==> config.mk <==
export PLATFORM = sky130hd
export DESIGN_NAME = miss_sequencer
export DESIGN_NICKNAME = d
export VERILOG_FILES = /design/src/rtl/mem_map_pkg.sv /design/src/rtl/dcache_pkg.sv /design/src/rtl/miss_sequencer.sv
export SDC_FILE = /design/constraint.sdc
export NUM_CORES = 1
export LEC_CHECK = 0
export BUFFER_PORTS_ARGS = -buffer_cell sky130_fd_sc_hd__buf_4
export CORE_MARGIN = 1
export CORE_UTILIZATION = 36
export CTS_BUF_LIST = sky130_fd_sc_hd__clkbuf_8
export DETAILED_ROUTE_END_ITERATION = 7
export PLACE_DENSITY = 0.81
export SLEW_MARGIN = 20
export SYNTH_ARGS = -nofsm -noshare
export SYNTH_HDL_FRONTEND = slang
export SYNTH_SLANG_ARGS = --single-unit
==> constraint.sdc <==
create_clock -name clk -period 1.9 [get_ports clk]
set_clock_uncertainty 0.05 [all_clocks]
set_input_delay 0.38 -clock clk [delete_from_list [all_inputs] [get_ports clk]]
set_output_delay 0.38 -clock clk [all_outputs]
set_load 0.1 [all_outputs]
==> src/rtl/mem_map_pkg.sv <==
`default_nettype none

package mem_map_pkg;

  // Bus widths
  localparam int ADDR_W = 32;
  localparam int WORD_W = 32;
  localparam int BYTES_PER_WORD = WORD_W / 8;

  // Peripheral region when this address bit is set
  localparam int UNCACHED_BIT = 31;

  // Byte address on every bus
  typedef logic [ADDR_W-1:0] addr_t;

  // Core and peripheral data word
  typedef logic [WORD_W-1:0] word_t;

  // One enable per byte lane
  typedef logic [BYTES_PER_WORD-1:0] byteen_t;

endpackage

`default_nettype wire

==> src/rtl/dcache_pkg.sv <==
`default_nettype none

package dcache_pkg;

  // Direct-mapped geometry
  localparam int LINE_WORDS = 4;
  localparam int NUM_LINES = 64;

  // Address slicing, low to high: byte, word select, index, tag
  localparam int WORD_SEL_LSB = $clog2(mem_map_pkg::BYTES_PER_WORD);
  localparam int WORD_SEL_W = $clog2(LINE_WORDS);
  localparam int INDEX_LSB = WORD_SEL_LSB + WORD_SEL_W;
  localparam int INDEX_W = $clog2(NUM_LINES);
  localparam int TAG_LSB = INDEX_LSB + INDEX_W;
  // Tag stops below the region bit, uncached addresses never live here
  localparam int TAG_W = mem_map_pkg::UNCACHED_BIT - TAG_LSB;

  // Cycles of memory silence before a miss gives up
  localparam int FILL_TIMEOUT = 4;

  typedef mem_map_pkg::word_t [LINE_WORDS-1:0] line_t;
  typedef logic [INDEX_W-1:0] index_t;
  typedef logic [TAG_W-1:0] tag_t;
  typedef logic [WORD_SEL_W-1:0] word_sel_t;

  typedef enum logic [2:0] {
    SEQ_IDLE,
    SEQ_TAG_LOOKUP,
    SEQ_ISSUE,
    SEQ_STORE_MISS,
    SEQ_LOAD_MISS
  } seq_state_t;

endpackage

`default_nettype wire

==> src/rtl/miss_sequencer.sv <==
`default_nettype none

module miss_sequencer (
  input  wire logic                 clk,
  input  wire logic                 resetn,
  input  wire logic                 cpu_en,
  input  wire logic                 cpu_wren,
  input  mem_map_pkg::addr_t        cpu_address,
  input  mem_map_pkg::word_t        cpu_writedata,
  input  mem_map_pkg::byteen_t      cpu_byteen,
  input  wire logic                 hit,
  output logic                      mem_en,
  input  wire logic                 mem_wait,
  output logic                      word_we,
  output mem_map_pkg::word_t        word_data,
  output mem_map_pkg::byteen_t      word_byteen,
  output logic                      cached_wait
);

  dcache_pkg::seq_state_t state;
  dcache_pkg::seq_state_t state_next;

  logic cached_req;
  logic issued_r;
  logic [dcache_pkg::FILL_TIMEOUT-1:0] timeout_sr;
  logic timed_out;

  assign cached_req = cpu_en && !cpu_address[mem_map_pkg::UNCACHED_BIT];
  assign timed_out = (timeout_sr == '0);

  // Tag check takes a cycle, so the store payload waits one cycle too
  always_ff @(posedge clk)
  begin
    word_data <= cpu_writedata;
    word_byteen <= cpu_byteen;
  end

  assign word_we = (state == dcache_pkg::SEQ_TAG_LOOKUP) && cpu_wren && hit;

  always_comb
  begin
    state_next = state;
    case (state)
      dcache_pkg::SEQ_IDLE:
        if (cached_req)
          state_next = dcache_pkg::SEQ_TAG_LOOKUP;
      dcache_pkg::SEQ_TAG_LOOKUP:
        // Stores always go through to memory
        if (hit && !cpu_wren)
          state_next = dcache_pkg::SEQ_IDLE;
        else
          state_next = dcache_pkg::SEQ_ISSUE;
      dcache_pkg::SEQ_ISSUE:
        if (issued_r && !mem_wait)
          state_next = cpu_wren ? dcache_pkg::SEQ_STORE_MISS : dcache_pkg::SEQ_LOAD_MISS;
      dcache_pkg::SEQ_STORE_MISS:
        if (hit || !mem_wait || timed_out)
          state_next = dcache_pkg::SEQ_IDLE;
      dcache_pkg::SEQ_LOAD_MISS:
        if (hit || timed_out)
          state_next = dcache_pkg::SEQ_IDLE;
      default:
        state_next = dcache_pkg::SEQ_IDLE;
    endcase
  end

  always_ff @(posedge clk)
  begin
    if (!resetn)
      state <= dcache_pkg::SEQ_IDLE;
    else
      state <= state_next;
  end

  // Marks the pulse cycle so issue holds without pulsing again
  always_ff @(posedge clk)
  begin
    if (!resetn)
      issued_r <= 1'b0;
    else
      issued_r <= (state == dcache_pkg::SEQ_ISSUE);
  end

  assign mem_en = (state == dcache_pkg::SEQ_ISSUE) && !issued_r;

  // Ones drain out while mem_wait stays low
  always_ff @(posedge clk)
  begin
    if (!resetn)
      timeout_sr <= '0;
    else if (state == dcache_pkg::SEQ_ISSUE)
      timeout_sr <= '1;
    else
      timeout_sr <= {mem_wait, timeout_sr[dcache_pkg::FILL_TIMEOUT-1:1]};
  end

  // A timed-out load keeps the core stalled and retries from idle
  always_comb
  begin
    case (state)
      dcache_pkg::SEQ_IDLE:       cached_wait = cached_req;
      dcache_pkg::SEQ_TAG_LOOKUP: cached_wait = !(hit && !cpu_wren);
      dcache_pkg::SEQ_ISSUE:      cached_wait = 1'b1;
      dcache_pkg::SEQ_STORE_MISS: cached_wait = mem_wait && !hit;
      dcache_pkg::SEQ_LOAD_MISS:  cached_wait = !hit;
      default:                    cached_wait = 1'b0;
    endcase
  end

  mem_en_single: assert property (
    @(posedge clk) disable iff (!resetn)
    mem_en |=> !mem_en
  )
  else $error("mem_en held for two cycles");

  idle_after_reset: assert property (
    @(posedge clk)
    !resetn |=> (state == dcache_pkg::SEQ_IDLE)
  )
  else $error("sequencer not idle after reset");

endmodule

`default_nettype wire

Word-level counts from Yosys, hierarchy flattened
Index checks and enable logic that the tools add are counted.
W data, S select, Z words.
{"block": "classes", "n_reduce_logical": 19, "eq_ne": 8, "mux": 9}
{"op": "$mux W3", "n": 5}
{"op": "$pmux W3 S5", "n": 1}
{"op": "$ne A2 B2 Y1 const B", "n": 4}
{"op": "$logic_and A1 B1 Y1", "n": 7}
{"op": "$eq A3 B2 Y1 const B", "n": 2}
{"op": "$logic_not A1 Y1", "n": 6}
{"op": "$pmux W1 S5", "n": 1}
{"op": "$logic_not A4 Y1", "n": 1}
{"op": "$mux W4", "n": 1}
{"op": "$reduce_and A4 Y1", "n": 1}
{"op": "$eq A3 B1 Y1 const B", "n": 1}
{"op": "$eq A3 B3 Y1 const B", "n": 1}
{"op": "$logic_not A3 Y1", "n": 1}
{"op": "$logic_or A1 B1 Y1", "n": 3}
{"op": "$mux W2", "n": 1}
{"block": "totals", "reg_bits": 44, "input_bits": 74, "word_cells": 41, "out_inout_bits": 39}

Longest topological paths before layout
{"block": "logic_depth", "depth_word": 5, "mapped_depth": 5}

Worst setup path after synthesis
OpenSTA, ideal clock, no wires.
{"block": "synth_path", "kind": "register to output", "from": "register state[0]", "to": "output port word_we", "n_path_buf": 1, "setup_slack_ps": -2119, "path_stages_with_launch": 3, "arrival_time_ps": 3589, "path_cell_list": "dfxtp_1 buf_2 nor4b_1"}
{"block": "synth_via", "elab_chain_cells": 3}
{"element": "from (decl)", "line_no": "miss_sequencer.sv:20", "source": "dcache_pkg::seq_state_t state;"}
{"element": "from (signal assigned)", "line_no": "miss_sequencer.sv:70", "source": "state <= dcache_pkg::SEQ_IDLE;"}
{"element": "from (signal assigned)", "line_no": "miss_sequencer.sv:72", "source": "state <= state_next;"}
{"element": "$eq A3 B1 Y1", "line_no": "miss_sequencer.sv:38", "source": "assign word_we = (state == dcache_pkg::SEQ_TAG_LOOKUP) && cpu_wren && hit;"}
{"element": "$logic_and A1 B1 Y1 (2 in series)", "line_no": "miss_sequencer.sv:38"}
{"element": "to (decl)", "line_no": "miss_sequencer.sv:14", "source": "output logic word_we,"}
Every way passes these cells.

Worst setup path in the final report
{"block": "layout_path", "from": "register state[1]", "to": "output port cached_wait"}
{"block": "layout_via", "elab_chain_cells": 2}
{"element": "$eq A3 B3 Y1, or another cell as far along", "line_no": "miss_sequencer.sv:100", "source": "case (state)"}
{"element": "$pmux W1 S5 (*)", "line_no": "miss_sequencer.sv:100"}
{"element": "to (decl)", "line_no": "miss_sequencer.sv:17", "source": "output logic cached_wait"}
Mark *: on every way between the ends. The rest lies on a longest branch, timed or not.

==> impl_metrics.py <==
metrics = {
    "cts": {
        "clkSinkCount": 44,
        "htree_num_levels": 2,
        "cts_hold_buf": 0,
        "root_buffer": "clkbuf_8",
        "clkSlewWorstSetupHoldPaths_ps": 70,
        "cts_tree": "yes",
        "cts_buffer_depth": 2,
        "insertion_delay_ps": 280,
        "numCtsBuffers": 5,
    },
    "critical_path": {
        "worstSetupStartpointType": "flop",
        "r2r_end": "state[1]",
        "end_kind": "primary output",
        "crit_type": "reg -> out",
        "critical_path_required_ps": 1470,
        "rr_worst_depth": 5,
        "cp_max_fo": 5,
        "r2r_start": "state[1]",
        "cp-endpoint": "cached_wait",
        "crit_start": "state[1]",
        "ff2ff_setup_slack_ps": 230,
        "arrival_ps": 1520,
    },
    "logic_synthesis": {
        "yosys.area.top_type": "dfxtp_1",
        "ys.flop_type": "dfxtp_1",
        "synth_top_area_share_pct": 78.7,
        "yosysMostFrequentCell": "dfxtp_1",
        "synth-seq-cells": 44,
        "syn_avg_cell_area_sq_um": 13.0,
        "synth_cell_type_count": 20,
        "synthTopCellsByArea": "dfxtp_1, nor2_1, a21oi_1",
        "syn_inst": 86,
        "syn-num-nets": 160,
        "synth_area_sq_um": 1120,
        "async_reset_ff_share_pct": 0,
        "synth_seq_area_share_pct": 78.7,
        "synth-edff-count": 0,
        "synth_common_cells": "dfxtp_1, nor2_1, a21oi_1, inv_1",
        "yosysWarnings": 0,
    },
    "global_routing": {
        "grt_util_all_layers_pct": 16.5,
        "grt_max_degree": 13,
        "overflow": 0,
        "grt_first_pass_wirelength_mm": 4.06,
        "grt_pass1_vias": 969,
        "antenna_found_initial": 0,
    },
    "power_and_ir_drop": {
        "clockPowerShare_pct": 21.1,
        "power_leakage_nw": 0.928,
        "p_sw_uw": 891,
        "p_int_mw": 1.51,
        "irDropWorstVdd_uv": 776,
        "cellPowerDensity_nw_per_um2": 1230,
        "power_mw": 2.40,
        "seq_power_share_pct": 43.1,
        "comb_power_share_pct": 35.8,
        "switching_share_pct": 37.2,
    },
    "floorplanning": {
        "die-area_sq_um": 3330,
        "fp.dieH_microns": 57.7,
        "initial_core_util_pct": 39.2,
        "core_sq_um": 2850,
        "die_w_microns": 57.7,
        "rows": 19,
        "ioPinCount": 113,
    },
    "final_layout": {
        "fillers": 204,
        "nets": 252,
        "syn2layout_area_growth_pct": 74.0,
        "drive_gt1_share_pct": 56.7,
        "fin_cells": 209,
        "stdcell_area_sq_um": 1950,
        "diodes": 0,
    },
    "routing": {
        "dr_total_vias": 945,
        "antenna_left": 0,
        "drtIter0Drc": 23,
        "viasPerCell": 4.52,
        "wl_per_cell_microns": 12.8,
        "first_pass_iters": 6,
        "drc": 3,
        "wirelength_mm": 2.67,
    },
    "sta": {
        "setup_tns_ps": -46.8,
        "fin_crit_ps": 1950,
        "whs_ps": 150,
        "setup_slack_ps": -46.8,
        "finalSetupViolCount": 1,
        "report.final.hold_viol_count": 0,
        "rsz0062_at_grt": "yes",
        "fmax_mhz": 514,
        "worst_pin_slew_ps": 442,
        "slew_violations": 0,
        "slew_headroom_pct": 70.3,
        "fin_crit_sh_pct": 102,
    },
    "placement": {
        "gp_congestion": 0.779,
        "dp.cells": 199,
        "io_buffers": 81,
        "dpl.hpwl_mm": 2.14,
        "dpl-instance-area_sq_um": 1810,
    },
    "flow_run": {
        "cap_violations": 0,
    },
    "status": {
        "status": "finished with violations",
        "violations": "design-rule violations, negative setup slack",
    },
    "worst_hold_path": {
        "hp-class": "in -> reg",
    },
}
-- worst min-delay path by stage --
stage	slack, ps	to	depth (start not counted)	from
after floorplan	360	word_byteen[0]	0	cpu_byteen[0]
after global routing	140	word_data[11]	1	cpu_writedata[11]
after detailed placement	420	timeout_sr[1]	2	timeout_sr[2]
after CTS	140	word_data[11]	1	cpu_writedata[11]
final	150	word_data[11]	1	cpu_writedata[11]
after global placement	410	timeout_sr[1]	2	timeout_sr[2]
-- kinds of logic (layout without fill, tap and decap cells) --
| group | after synthesis | count (layout) | synth area share, % |
|---|---|---|---|
| flip-flops | 44 | 44 | 78.7 |
| AND/OR/NAND/NOR | 24 | 24 | 11.1 |
| AO/OA/AOI/OAI | 11 | 11 | 6.60 |
| buffers and inverters | 5 | 97 | 1.79 |
| multiplexers | 2 | 2 | 1.79 |
-- layer usage --
| metal | vias to the layer above | wire length (microns) | global-route usage [%] | share of wire, % |
|---|---|---|---|---|
| met5 | - | 0 | 0 | 0 |
| met4 | 0 | 14 | 7.82 | 0.52 |
| met3 | 2 | 326 | 8.48 | 12 |
| met2 | 55 | 1430 | 29.7 | 53 |
| met1 | 419 | 902 | 15.3 | 34 |
| li1 | 469 | - | - | - |
-- layout make-up --
type                       count  area [sq um]  share of cell area [%]
timing repair buffer          86           666                    34.2
sequential                    44           890                    45.7
clock inverter                 2          8.76                   0.450
multi-input combinational     37           260                    13.4
tap                           31          38.8                    1.99
clock buffer                   5          68.8                    3.53
inverter                       4          15.0                   0.771
-- power by group through the flow --
stage | Combinational, mW | Clock, mW | Sequential, mW
5_1_grt | 0.891 | 0.557 | 1.04
6_report | 0.858 | 0.505 | 1.03
4_1_cts | 0.857 | 0.526 | 1.03
3_3_place_gp | 0.757 | 0 | 1.06
3_5_place_dp | 0.771 | 0 | 1.07
2_1_floorplan | 0.311 | 0 | 1.33
-- registers in the layout, indices dropped and copies added (netlist names) --
register     count
timeout_sr       4
issued_r         1
state            3
word_data       32
word_byteen      4
-- worst max-delay path: stages, from the launching register on --
cell	delay (ps)
dfxtp_4	360
or3b_4	400
a21o_4	230
o21ai_4	60
buf_12	190
-- stage by stage --
stage	utilization (%)	setup WS, ps
6_report	68.2	-46.8
5_1_grt	68.2	-89.2
4_1_cts	67.6	-45.7
3_5_place_dp	63.4	60.6
3_3_place_gp	63.4	89.5
2_1_floorplan	-	-42.3
-- what timing repair did --
item | in CTS | in global routing
pin swaps | 0 | 2
gates resized for setup | 10 | 2
setup buffers | 2 | 1
endpoints found under the setup margin | 2 | 2
-- placed cells by master (no fill, tap or decap), types with 2 or more instances in the layout --
cell type and instances:
buf_4 84, dfxtp_1 41, nor3_1 3, mux2i_1 2
a21oi_1 6, nand2_1 3, dfxtp_4 2, nor2_1 9
clkbuf_8 5, inv_1 5
(Power assumes the default switching activity.)
