$ cat src/rtl/mem_map_pkg.sv
`default_nettype none

package mem_map_pkg;

  // Bus widths
  localparam int ADDR_W = 32;
  localparam int WORD_W = 32;
  localparam int BYTES_PER_WORD = WORD_W / 8;

  // Peripheral region when this address bit is set
  localparam int UNCACHED_BIT = 31;

  // Byte address on every bus
  typedef logic [ADDR_W-1:0] addr_t;

  // Core and peripheral data word
  typedef logic [WORD_W-1:0] word_t;

  // One enable per byte lane
  typedef logic [BYTES_PER_WORD-1:0] byteen_t;

endpackage

`default_nettype wire

$ cat src/rtl/dcache_pkg.sv
`default_nettype none

package dcache_pkg;

  // Direct-mapped geometry
  localparam int LINE_WORDS = 4;
  localparam int NUM_LINES = 64;

  // Address slicing, low to high: byte, word select, index, tag
  localparam int WORD_SEL_LSB = $clog2(mem_map_pkg::BYTES_PER_WORD);
  localparam int WORD_SEL_W = $clog2(LINE_WORDS);
  localparam int INDEX_LSB = WORD_SEL_LSB + WORD_SEL_W;
  localparam int INDEX_W = $clog2(NUM_LINES);
  localparam int TAG_LSB = INDEX_LSB + INDEX_W;
  // Tag stops below the region bit, uncached addresses never live here
  localparam int TAG_W = mem_map_pkg::UNCACHED_BIT - TAG_LSB;

  // Cycles of memory silence before a miss gives up
  localparam int FILL_TIMEOUT = 4;

  typedef mem_map_pkg::word_t [LINE_WORDS-1:0] line_t;
  typedef logic [INDEX_W-1:0] index_t;
  typedef logic [TAG_W-1:0] tag_t;
  typedef logic [WORD_SEL_W-1:0] word_sel_t;

  typedef enum logic [2:0] {
    SEQ_IDLE,
    SEQ_TAG_LOOKUP,
    SEQ_ISSUE,
    SEQ_STORE_MISS,
    SEQ_LOAD_MISS
  } seq_state_t;

endpackage

`default_nettype wire

$ cat src/rtl/uncached_path.sv
`default_nettype none

module uncached_path (
  input  wire logic                 clk,
  input  wire logic                 resetn,
  input  wire logic                 cpu_en,
  input  mem_map_pkg::addr_t        cpu_address,
  input  wire logic                 cached_wait,
  input  wire logic                 periph_wait,
  input  dcache_pkg::line_t         read_line,
  input  mem_map_pkg::word_t        periph_readdata,
  output logic                      periph_en,
  output mem_map_pkg::word_t        cpu_readdata,
  output logic                      cpu_wait
);

  logic uncached_req;
  logic uncached_r;
  dcache_pkg::word_sel_t word_sel_r;

  assign uncached_req = cpu_en && cpu_address[mem_map_pkg::UNCACHED_BIT];

  // Held for the whole peripheral access
  assign periph_en = uncached_req;

  // Region of the access seen last cycle
  always_ff @(posedge clk)
  begin
    if (!resetn)
      uncached_r <= 1'b0;
    else
      uncached_r <= uncached_req;
  end

  always_ff @(posedge clk)
  begin
    word_sel_r <= cpu_address[dcache_pkg::WORD_SEL_LSB +: dcache_pkg::WORD_SEL_W];
  end

  assign cpu_readdata = uncached_r ? periph_readdata : read_line[word_sel_r];

  // First peripheral cycle stalls before periph_wait can rise
  assign cpu_wait = cached_wait || (uncached_req && (!uncached_r || periph_wait));

  periph_en_held: assert property (
    @(posedge clk) disable iff (!resetn)
    (periph_en && cpu_wait) |=> periph_en
  )
  else $error("periph_en dropped before the access completed");

endmodule

`default_nettype wire

$ cat config.mk
export PLATFORM = sky130hd
export DESIGN_NAME = uncached_path
export DESIGN_NICKNAME = d
export VERILOG_FILES = /design/src/rtl/mem_map_pkg.sv /design/src/rtl/dcache_pkg.sv /design/src/rtl/uncached_path.sv
export SDC_FILE = /design/constraint.sdc
export NUM_CORES = 1
export LEC_CHECK = 0
export ABC_AREA = 1
export BUFFER_PORTS_ARGS = -buffer_cell sky130_fd_sc_hd__buf_2
export CAP_MARGIN = 10
export CORE_AREA = 2 2 89 91
export CTS_CLUSTER_SIZE = 30
export DETAILED_ROUTE_END_ITERATION = 7
export DIE_AREA = 0 0 91 93
export PLACE_DENSITY_LB_ADDON = 0.25
export SETUP_SLACK_MARGIN = 0.3
export SYNTH_ARGS = -nofsm -noshare
export SYNTH_HDL_FRONTEND = slang
export SYNTH_SLANG_ARGS = --single-unit
$ cat constraint.sdc
create_clock -name clk -period 2.6 [get_ports clk]
set_input_delay 0.52 -clock clk [delete_from_list [all_inputs] [get_ports clk]]
set_output_delay 0.52 -clock clk [all_outputs]
set_load 0.02 [all_outputs]
**Word level (Yosys, flattened, before mapping)**

Index checks and enable logic that the tools add are counted.

- Logic and storage cells: 11
- Flip-flop bits (word level): 3
- Output and inout port bits: 34
- Bits of input ports: 197

- Reductions and logical operators: 5
- Magnitude comparators: 1
- Mux-type cells: 3

Operators with widths:

| operator | count |
|---|---|
| $bmux 32 s2 | 1 |
| $mux 32 | 2 |
| $lt 2x3->1 const B | 1 |
| $logic_and 1x1->1 | 2 |
| $logic_or 1x1->1 | 2 |
| $logic_not 1->1 | 1 |

**Logic depth before layout (Yosys ltp)**

Gate-level depths: netlist (run 1).

- Depth in word-level cells: 4
- Mapped depth: 7
- Depth with buffers taken out: 6

**Worst setup path before layout (run 1)**

No wires, ideal clock.

- Path type: register to output
- Start: register word_sel_r[1]
- End: output cpu_readdata[10]
- Data required time: 2.080 ns
- Arrival: 0.999 ns
- Setup slack: 1.081 ns
- Cell stages (with the launch flop): 8
- Buffers on the path: 2
- Path through: dfxtp_1 buf_6 inv_1 buf_6 nand3_1 nand2_1 nand2_1 nand2_1

- Longest elaborated chain between the ends: 3

Ends and longest elaborated chain:

| what | line | source |
|---|---|---|
| start, declared | uncached_path.sv:19 | `dcache_pkg::word_sel_t word_sel_r;` |
| start signal, assigned | uncached_path.sv:37 | `word_sel_r <= cpu_address[dcache_pkg::WORD_SEL_LSB +: dcache_pkg::WORD_SEL_W];` |
| $bmux 32 s2 | uncached_path.sv:40 | `assign cpu_readdata = uncached_r ? periph_readdata : read_line[word_sel_r];` |
| $mux 32 (not written as such) | uncached_path.sv:40 |  |
| $mux 32 | uncached_path.sv:40 |  |
| end, declared | uncached_path.sv:13 | `output mem_map_pkg::word_t cpu_readdata,` |

Every way passes these cells. The select of a mux whose other input is x is not followed.

**Worst setup path after layout (run 1)**

- Start: register uncached_r
- End: output cpu_readdata[22]

- Longest elaborated chain between the ends: 1

Ends and longest elaborated chain:

| what | line | source |
|---|---|---|
| start, declared | uncached_path.sv:18 | `logic uncached_r;` |
| start signal, assigned | uncached_path.sv:32 | `uncached_r <= uncached_req;` |
| $mux 32 | uncached_path.sv:40 |  |

Every way passes these cells.

==> results of run 1 <==
cells by family (layout without fill, tap and decap cells):
group / count (synthesis) / after routing
compound gates: 1 / 1
buf+inv: 160 / 347
simple gates: 323 / 323
flops: 3 / 3
Yosys cell counts, drive strengths merged:
cell    instances
buf            24
clkbuf          3
dfxtp           3
inv           133
nand2         257
nand3          64
nor2            2
o21bai          1
per-layer routing:
metal	global-route usage	up-vias
met5	0	-
met4	0.0391	0
li1	-	1741
met2	0.314	139
met3	0.0226	10
met1	0.189	1307
state kept, by name, indices dropped and copies added, names as in the netlist:
name	flops
uncached_r	1
word_sel_r	2
per-stage QoR:
stage | area (µm²) | instances | hold WS, ns
floorplan | 2040 | 487 | 0.548
global placement | 3070 | 772 | 0.625
detailed placement | 3070 | 772 | 0.627
CTS | 3120 | 776 | 0.410
global route | 3120 | 776 | 0.405
finish | 3120 | 776 | 0.411
layout make-up:
class,instances,area (µm²)
Inverter,133,499
Tap cell,102,128
Timing Repair Buffer,210,1090
Sequential cell,3,61.3
Fill cell,895,4410
Clock buffer,4,45.0
Multi-Input combinational cell,324,1300
how the worst min path moves through the flow:
stage                              start               endpoint  slack (ns)  depth (start not counted)
after floorplan           cpu_address[2]  word_sel_r[0]$_DFF_P_        0.55                          0
after global placement    cpu_address[2]  word_sel_r[0]$_DFF_P_        0.62                          1
after detailed placement  cpu_address[2]  word_sel_r[0]$_DFF_P_        0.63                          1
after CTS                 cpu_address[2]  word_sel_r[0]$_DFF_P_        0.41                          1
after global routing      cpu_address[2]  word_sel_r[0]$_DFF_P_        0.40                          1
final                     cpu_address[2]  word_sel_r[0]$_DFF_P_        0.41                          1
where the power goes:
part	total [mW]	switching (mW)	internal, mW
logic	0.515	0.294	0.221
clock network	0.136	0.0309	0.105
registers	0.0503	0.00143	0.0489
==> impl_summary.log, run 1 <==
INFO  metric htree_num_levels = 1
INFO  metric worst_ep_required_time = 2.08 ns
INFO  metric wl_met2 = 3500 µm
INFO  metric met3_length = 592 µm
INFO  metric first_global_vias = 2806
INFO  metric core-area = 0.00753 mm²
INFO  metric cp_num_buf_inv = 3
INFO  metric antenna_found_initial = 0
INFO  metric num_antenna_cells = 0
INFO  metric cts_hold_buf = 0
INFO  metric yosys.area.top_type = nand2_1
INFO  metric area_growth_syn_to_layout = 52.6%
INFO  metric viasPerCell = 4.12
INFO  metric ant_nets = 0
INFO  metric drc = 0
INFO  metric syn_area_per_cell = 4.20 µm²
INFO  metric cts_tree = built
INFO  metric rsz0062_at_grt = no
INFO  metric die_x = 91 µm
INFO  metric chipHeight = 93 µm
INFO  metric initial_core_util = 0.272
INFO  metric most-common-layout-cells = nand2_1 (257), buf_2 (201), inv_1 (132), nand3_1 (64), buf_4 (8)
INFO  metric postSynthNetCount = 684
INFO  metric critical_path.startpoint = uncached_r$_SDFF_PN0_
INFO  metric relSlewSlack = 0.594
INFO  metric clk_transition_reported_paths = 0.03 ns
INFO  metric synth-seq-area-share = 0.0294
INFO  metric drt_wl_total = 7400 µm
INFO  metric yosys_warnings = 0
INFO  metric syn-cell-area = 0.00204 mm²
INFO  metric worst_setup_path_end_kind = output port
INFO  metric status = finished clean
INFO  metric critical_path_peak_fanout = 18
INFO  metric cts_inserted_buffers = 3
INFO  metric ioPinCount = 231
INFO  metric globalplace.congestion = 0.798
INFO  metric synthMuxAreaShare = 0
INFO  metric cts_num_sinks = 3
INFO  metric max_freq = 491 MHz
INFO  metric top_layer_used = met4
INFO  metric cts_repair_resize_count = 0
INFO  metric netlist_instances = 487
INFO  metric fin_setup_tns = 0 ns
INFO  metric utilization = 0.414
INFO  metric synth_largest_type_area_fraction = 0.472
INFO  metric cap_viol_max_count = 0
INFO  metric irDropWorstVdd = 0.235 mV
INFO  metric buffer_ports.inserted = 201
INFO  metric finish.net_count = 872
INFO  metric timing.hold.worst.class = primary input to flip-flop
INFO  metric largest_family_of_logic_cells_by_synthesized_area = simple AND/OR/NAND/NOR gates
INFO  metric design.die.area = 0.00846 mm²
INFO  metric number_of_design_rule_violations_left_by_the_first_detailed_router_iteration = 63
INFO  metric start_kind = flip-flop
INFO  metric timing.final.hold_violations = 0
INFO  metric grt_use_total = 0.163
INFO  metric total_power = 701 µW
INFO  metric clockBufferDepth = 2
INFO  metric mostFrequentLayoutCell = nand2_1
INFO  metric finalSetupViolCount = 0
INFO  metric cp_slowest_stage_delay = 0.45 ns
INFO  metric yosys.area_share.xor_xnor = 0
INFO  metric first_pass_grt_wire_length = 11800 µm
INFO  metric cts_root_buffer = clkbuf_8
INFO  metric worst_slew_pin_slew = 0.608 ns
INFO  metric crit_arrival = 1.52 ns
INFO  metric synth_seq_cells = 3
INFO  metric worst_path_dominant_cell_family = buffers and inverters
INFO  metric yosysUniqueCellTypes = 11
INFO  metric routed-via-count = 3197
INFO  metric power_per_cell_area = 225 mW/mm²
INFO  metric detail_route.wirelength.met1 = 3190 µm
INFO  metric layout_worst_path_cycle_share = 0.783
INFO  metric post_synth_fa_ha_maj_area_fraction = 0
INFO  metric globalRouteOverflowTotal = 0
INFO  metric detail_route.first_pass.iterations = 4
INFO  metric timing.critical_path.to = cpu_readdata[22]
INFO  metric critPathMostFrequentCell = nand2_1
INFO  metric worstSetupPathType = flip-flop to output port
INFO  metric final-max-slew-violation-count = 0
INFO  metric min_period = 2.04 ns
INFO  metric crit_chain = inv_1 -> buf_12 -> nand2_1 -> nand2_1 -> buf_2
INFO  metric std_cell_rows = 32
INFO  metric path_depth = 5
INFO  metric synth_simple_gate_area_frac = 0.632
INFO  metric fraction_of_the_mapped_netlist_area_in_compound_gates = 0.00367
INFO  metric pre_cts_ws = 0.771 ns
INFO  metric routed_wire_length_per_instance = 9.54 µm
INFO  metric cp_slowest_cell = inv_1
INFO  metric p_leak = 2.43 nW
INFO  metric dp.final_hpwl = 5930 µm
INFO  metric final.setup.worst_slack = 0.564 ns
INFO  metric grt_max_degree = 37
INFO  metric final_layout_size_suffix_gt1_frac = 0.319
INFO  metric post-cts-setup-buffer-count = 0
INFO  metric ys_top_cells_by_area = nand2_1 (47%), inv_1 (24%), nand3_1 (16%)
No activity file was read; power rests on OpenSTA's default activity.
==> inputs of run 2 (changes only) <==
--- a/config.mk
+++ b/config.mk
@@ -8,10 +8,10 @@
 export ABC_AREA = 1
 export BUFFER_PORTS_ARGS = -buffer_cell sky130_fd_sc_hd__buf_2
 export CAP_MARGIN = 10
-export CORE_AREA = 2 2 89 91
+export CORE_AREA = 2 2 88 90
 export CTS_CLUSTER_SIZE = 30
 export DETAILED_ROUTE_END_ITERATION = 7
-export DIE_AREA = 0 0 91 93
+export DIE_AREA = 0 0 90 92
 export PLACE_DENSITY_LB_ADDON = 0.25
 export SETUP_SLACK_MARGIN = 0.3
 export SYNTH_ARGS = -nofsm -noshare
==> constraint.sdc (replaced) <==
create_clock -name clk -period 1.76 [get_ports clk]
set_input_delay 0.352 -clock clk [delete_from_list [all_inputs] [get_ports clk]]
set_output_delay 0.352 -clock clk [all_outputs]
set_load 0.02 [all_outputs]
==> run 2 against run 1 <==
Effect of this change:
- non-clock buffer count grew 7
- global-route usage grew 2.7 points
- via count grew 3.2%
- power grew 62%
- routed wire length grew 11%
- sequential power grew 53%
- critical path type unchanged
- critical endpoint is now cpu_readdata[21]
- highest routed layer unchanged
==> impl_summary.log, run 2 (synthesis results as in run 1) <==
INFO  metric status = finished clean
INFO  metric layout_worst_path_cycle_share = 0.949
INFO  metric critPathMostFrequentCell = nand2_1
INFO  metric share_seq_of_total_power = 0.068
INFO  metric clockBufferDepth = 2
INFO  metric finalSetupViolCount = 0
INFO  metric drt_wl_total = 8250 µm
INFO  metric clk_transition_reported_paths = 0.03 ns
INFO  metric routed-via-count = 3298
INFO  metric first_pass_grt_wire_length = 13400 µm
INFO  metric core-area = 0.00745 mm²
INFO  metric worst_slew_pin_slew = 0.192 ns
INFO  metric crit_arrival = 1.32 ns
INFO  metric cts_num_sinks = 3
INFO  metric worst_path_dominant_cell_family = flip-flops
INFO  metric globalRouteOverflowTotal = 0
INFO  metric buffer_ports.inserted = 201
INFO  metric worst_ep_required_time = 1.41 ns
INFO  metric drc = 0
INFO  metric ant_nets = 0
INFO  metric routed_wire_length_per_instance = 10.5 µm
INFO  metric first_global_vias = 3115
INFO  metric utilization = 0.457
INFO  metric cts_root_buffer = clkbuf_8
INFO  metric grt_max_degree = 38
INFO  metric worstSetupPathType = flip-flop to output port
INFO  metric p_leak = 2.55 nW
INFO  metric grt_use_total = 0.190
INFO  metric cp_slowest_stage_delay = 0.39 ns
INFO  metric initial_core_util = 0.275
INFO  metric cts_hold_buf = 0
INFO  metric viasPerCell = 4.21
INFO  metric crit_chain = buf_12 -> nand2_1 -> nand3_1 -> nand2_1 -> nand2_1 -> nand2_1 -> buf_4
INFO  metric chipHeight = 92 µm
INFO  metric irDropWorstVdd = 0.192 mV
INFO  metric combPwrFrac = 0.757
INFO  metric min_period = 1.67 ns
INFO  metric std_cell_rows = 32
INFO  metric cts_tree = built
INFO  metric dp.final_hpwl = 6050 µm
INFO  metric p_int = 629 µW
INFO  metric die_x = 90 µm
INFO  metric area_growth_syn_to_layout = 66.5%
INFO  metric reg.largest.list = word_sel_r (2), uncached_r (1)
INFO  metric critical_path.startpoint = word_sel_r[0]$_DFF_P_
INFO  metric number_of_design_rule_violations_left_by_the_first_detailed_router_iteration = 72
INFO  metric antenna_found_initial = 0
INFO  metric final-max-slew-violation-count = 0
INFO  metric detail_route.first_pass.iterations = 4
INFO  metric cp_num_buf_inv = 2
INFO  metric path_depth = 7
INFO  metric timing.hold.worst.class = primary input to flip-flop
INFO  metric final_cells = 783
INFO  metric rsz0062_at_grt = yes
INFO  metric mostFrequentLayoutCell = nand2_1
INFO  metric cts_inserted_buffers = 3
INFO  metric clock_power_share = 0.175
INFO  metric globalplace.congestion = 0.820
INFO  metric relSlewSlack = 0.872
INFO  metric power_per_cell_area = 334 mW/mm²
INFO  metric ioPinCount = 231
INFO  metric finish.net_count = 879
INFO  metric largest_register_ffs = 2
INFO  metric htree_num_levels = 1
INFO  metric worst_setup_path_end_kind = output port
INFO  metric final_layout_size_suffix_gt1_frac = 0.332
INFO  metric power_switching = 506 µW
INFO  metric place.detailed.instances = 775
INFO  metric start_kind = flip-flop
INFO  metric num_antenna_cells = 0
INFO  metric max_freq = 599 MHz
INFO  metric power.switching_fraction = 0.446
INFO  metric critical_path_peak_fanout = 37
INFO  metric cp_slowest_cell = dfxtp_4
INFO  metric cap_viol_max_count = 0
INFO  metric timing.critical_path.to = cpu_readdata[21]
INFO  metric design.die.area = 0.00828 mm²
INFO  metric timing.final.hold_violations = 0
INFO  metric most-common-layout-cells = nand2_1 (257), buf_2 (176), inv_1 (131), nand3_1 (63), buf_4 (29)
INFO  metric max_flop_register = word_sel_r
run 2: cell count changes in the layout (fill, tap and decap cells not counted), moves of 2 or more:
cell	before	now
buf_2	201	176
buf_4	8	29
buf_12	1	4
buf_16	0	2
buf_6	0	2
buf_8	0	2
dfxtp_4	0	2
run 2: worst min-delay path by stage:
stage / slack (ns) / to / start / depth (start not counted)
detailed placement: 0.46 / word_sel_r[1]$_DFF_P_ / cpu_address[3] / 1
global route: 0.24 / word_sel_r[1]$_DFF_P_ / cpu_address[3] / 1
floorplan: 0.38 / word_sel_r[0]$_DFF_P_ / cpu_address[2] / 0
finish: 0.25 / word_sel_r[1]$_DFF_P_ / cpu_address[3] / 1
CTS: 0.24 / word_sel_r[1]$_DFF_P_ / cpu_address[3] / 1
global placement: 0.46 / word_sel_r[1]$_DFF_P_ / cpu_address[3] / 1
run 2: final cells by class:
cell class,instances,area [µm²]
multi-input cells,324,1310
flip-flops and latches,3,67.6
clock buffers,4,45.0
repair buffers,217,1340
well taps,102,128
fillers,842,4040
inverters,133,512
run 2: power by group through the flow:
stage / clock network, mW / registers, mW / logic [mW]
3_5_place_dp: 0 / 0.0769 / 0.780
3_3_place_gp: 0 / 0.0768 / 0.774
5_1_grt: 0.213 / 0.0776 / 0.961
2_1_floorplan: 0 / 0.0741 / 0.463
4_1_cts: 0.207 / 0.0771 / 0.849
6_report: 0.199 / 0.0769 / 0.859
run 2: metrics by stage:
step                      setup TNS (ns)  hold WS, ns  power [mW]  cell area (µm²)  worst slack [ns]
after floorplan                        0        0.380       0.537             2040             0.409
after global placement                 0        0.456       0.851             3120             0.238
after detailed placement               0        0.460       0.857             3120             0.251
after CTS                              0        0.236        1.13             3340            0.0784
after global routing             -0.0660        0.243        1.25             3400           -0.0202
final                                  0        0.246        1.14             3400            0.0894
run 2: repair_timing:
action | CTS | global route
buffers inserted | 0 | 0
endpoints found under the setup margin | 33 | 33
cloned | 3 | 1
gates resized for setup | 33 | 14
run 2: metal layers:
layer	track usage	routed length (µm)	part of all wire	vias up
met4	0.0372	34	0.0041	0
met1	0.213	3510	0.43	1401
li1	-	-	-	1756
met2	0.382	4140	0.50	137
met3	0.0238	565	0.068	4
met5	0	0	0	-
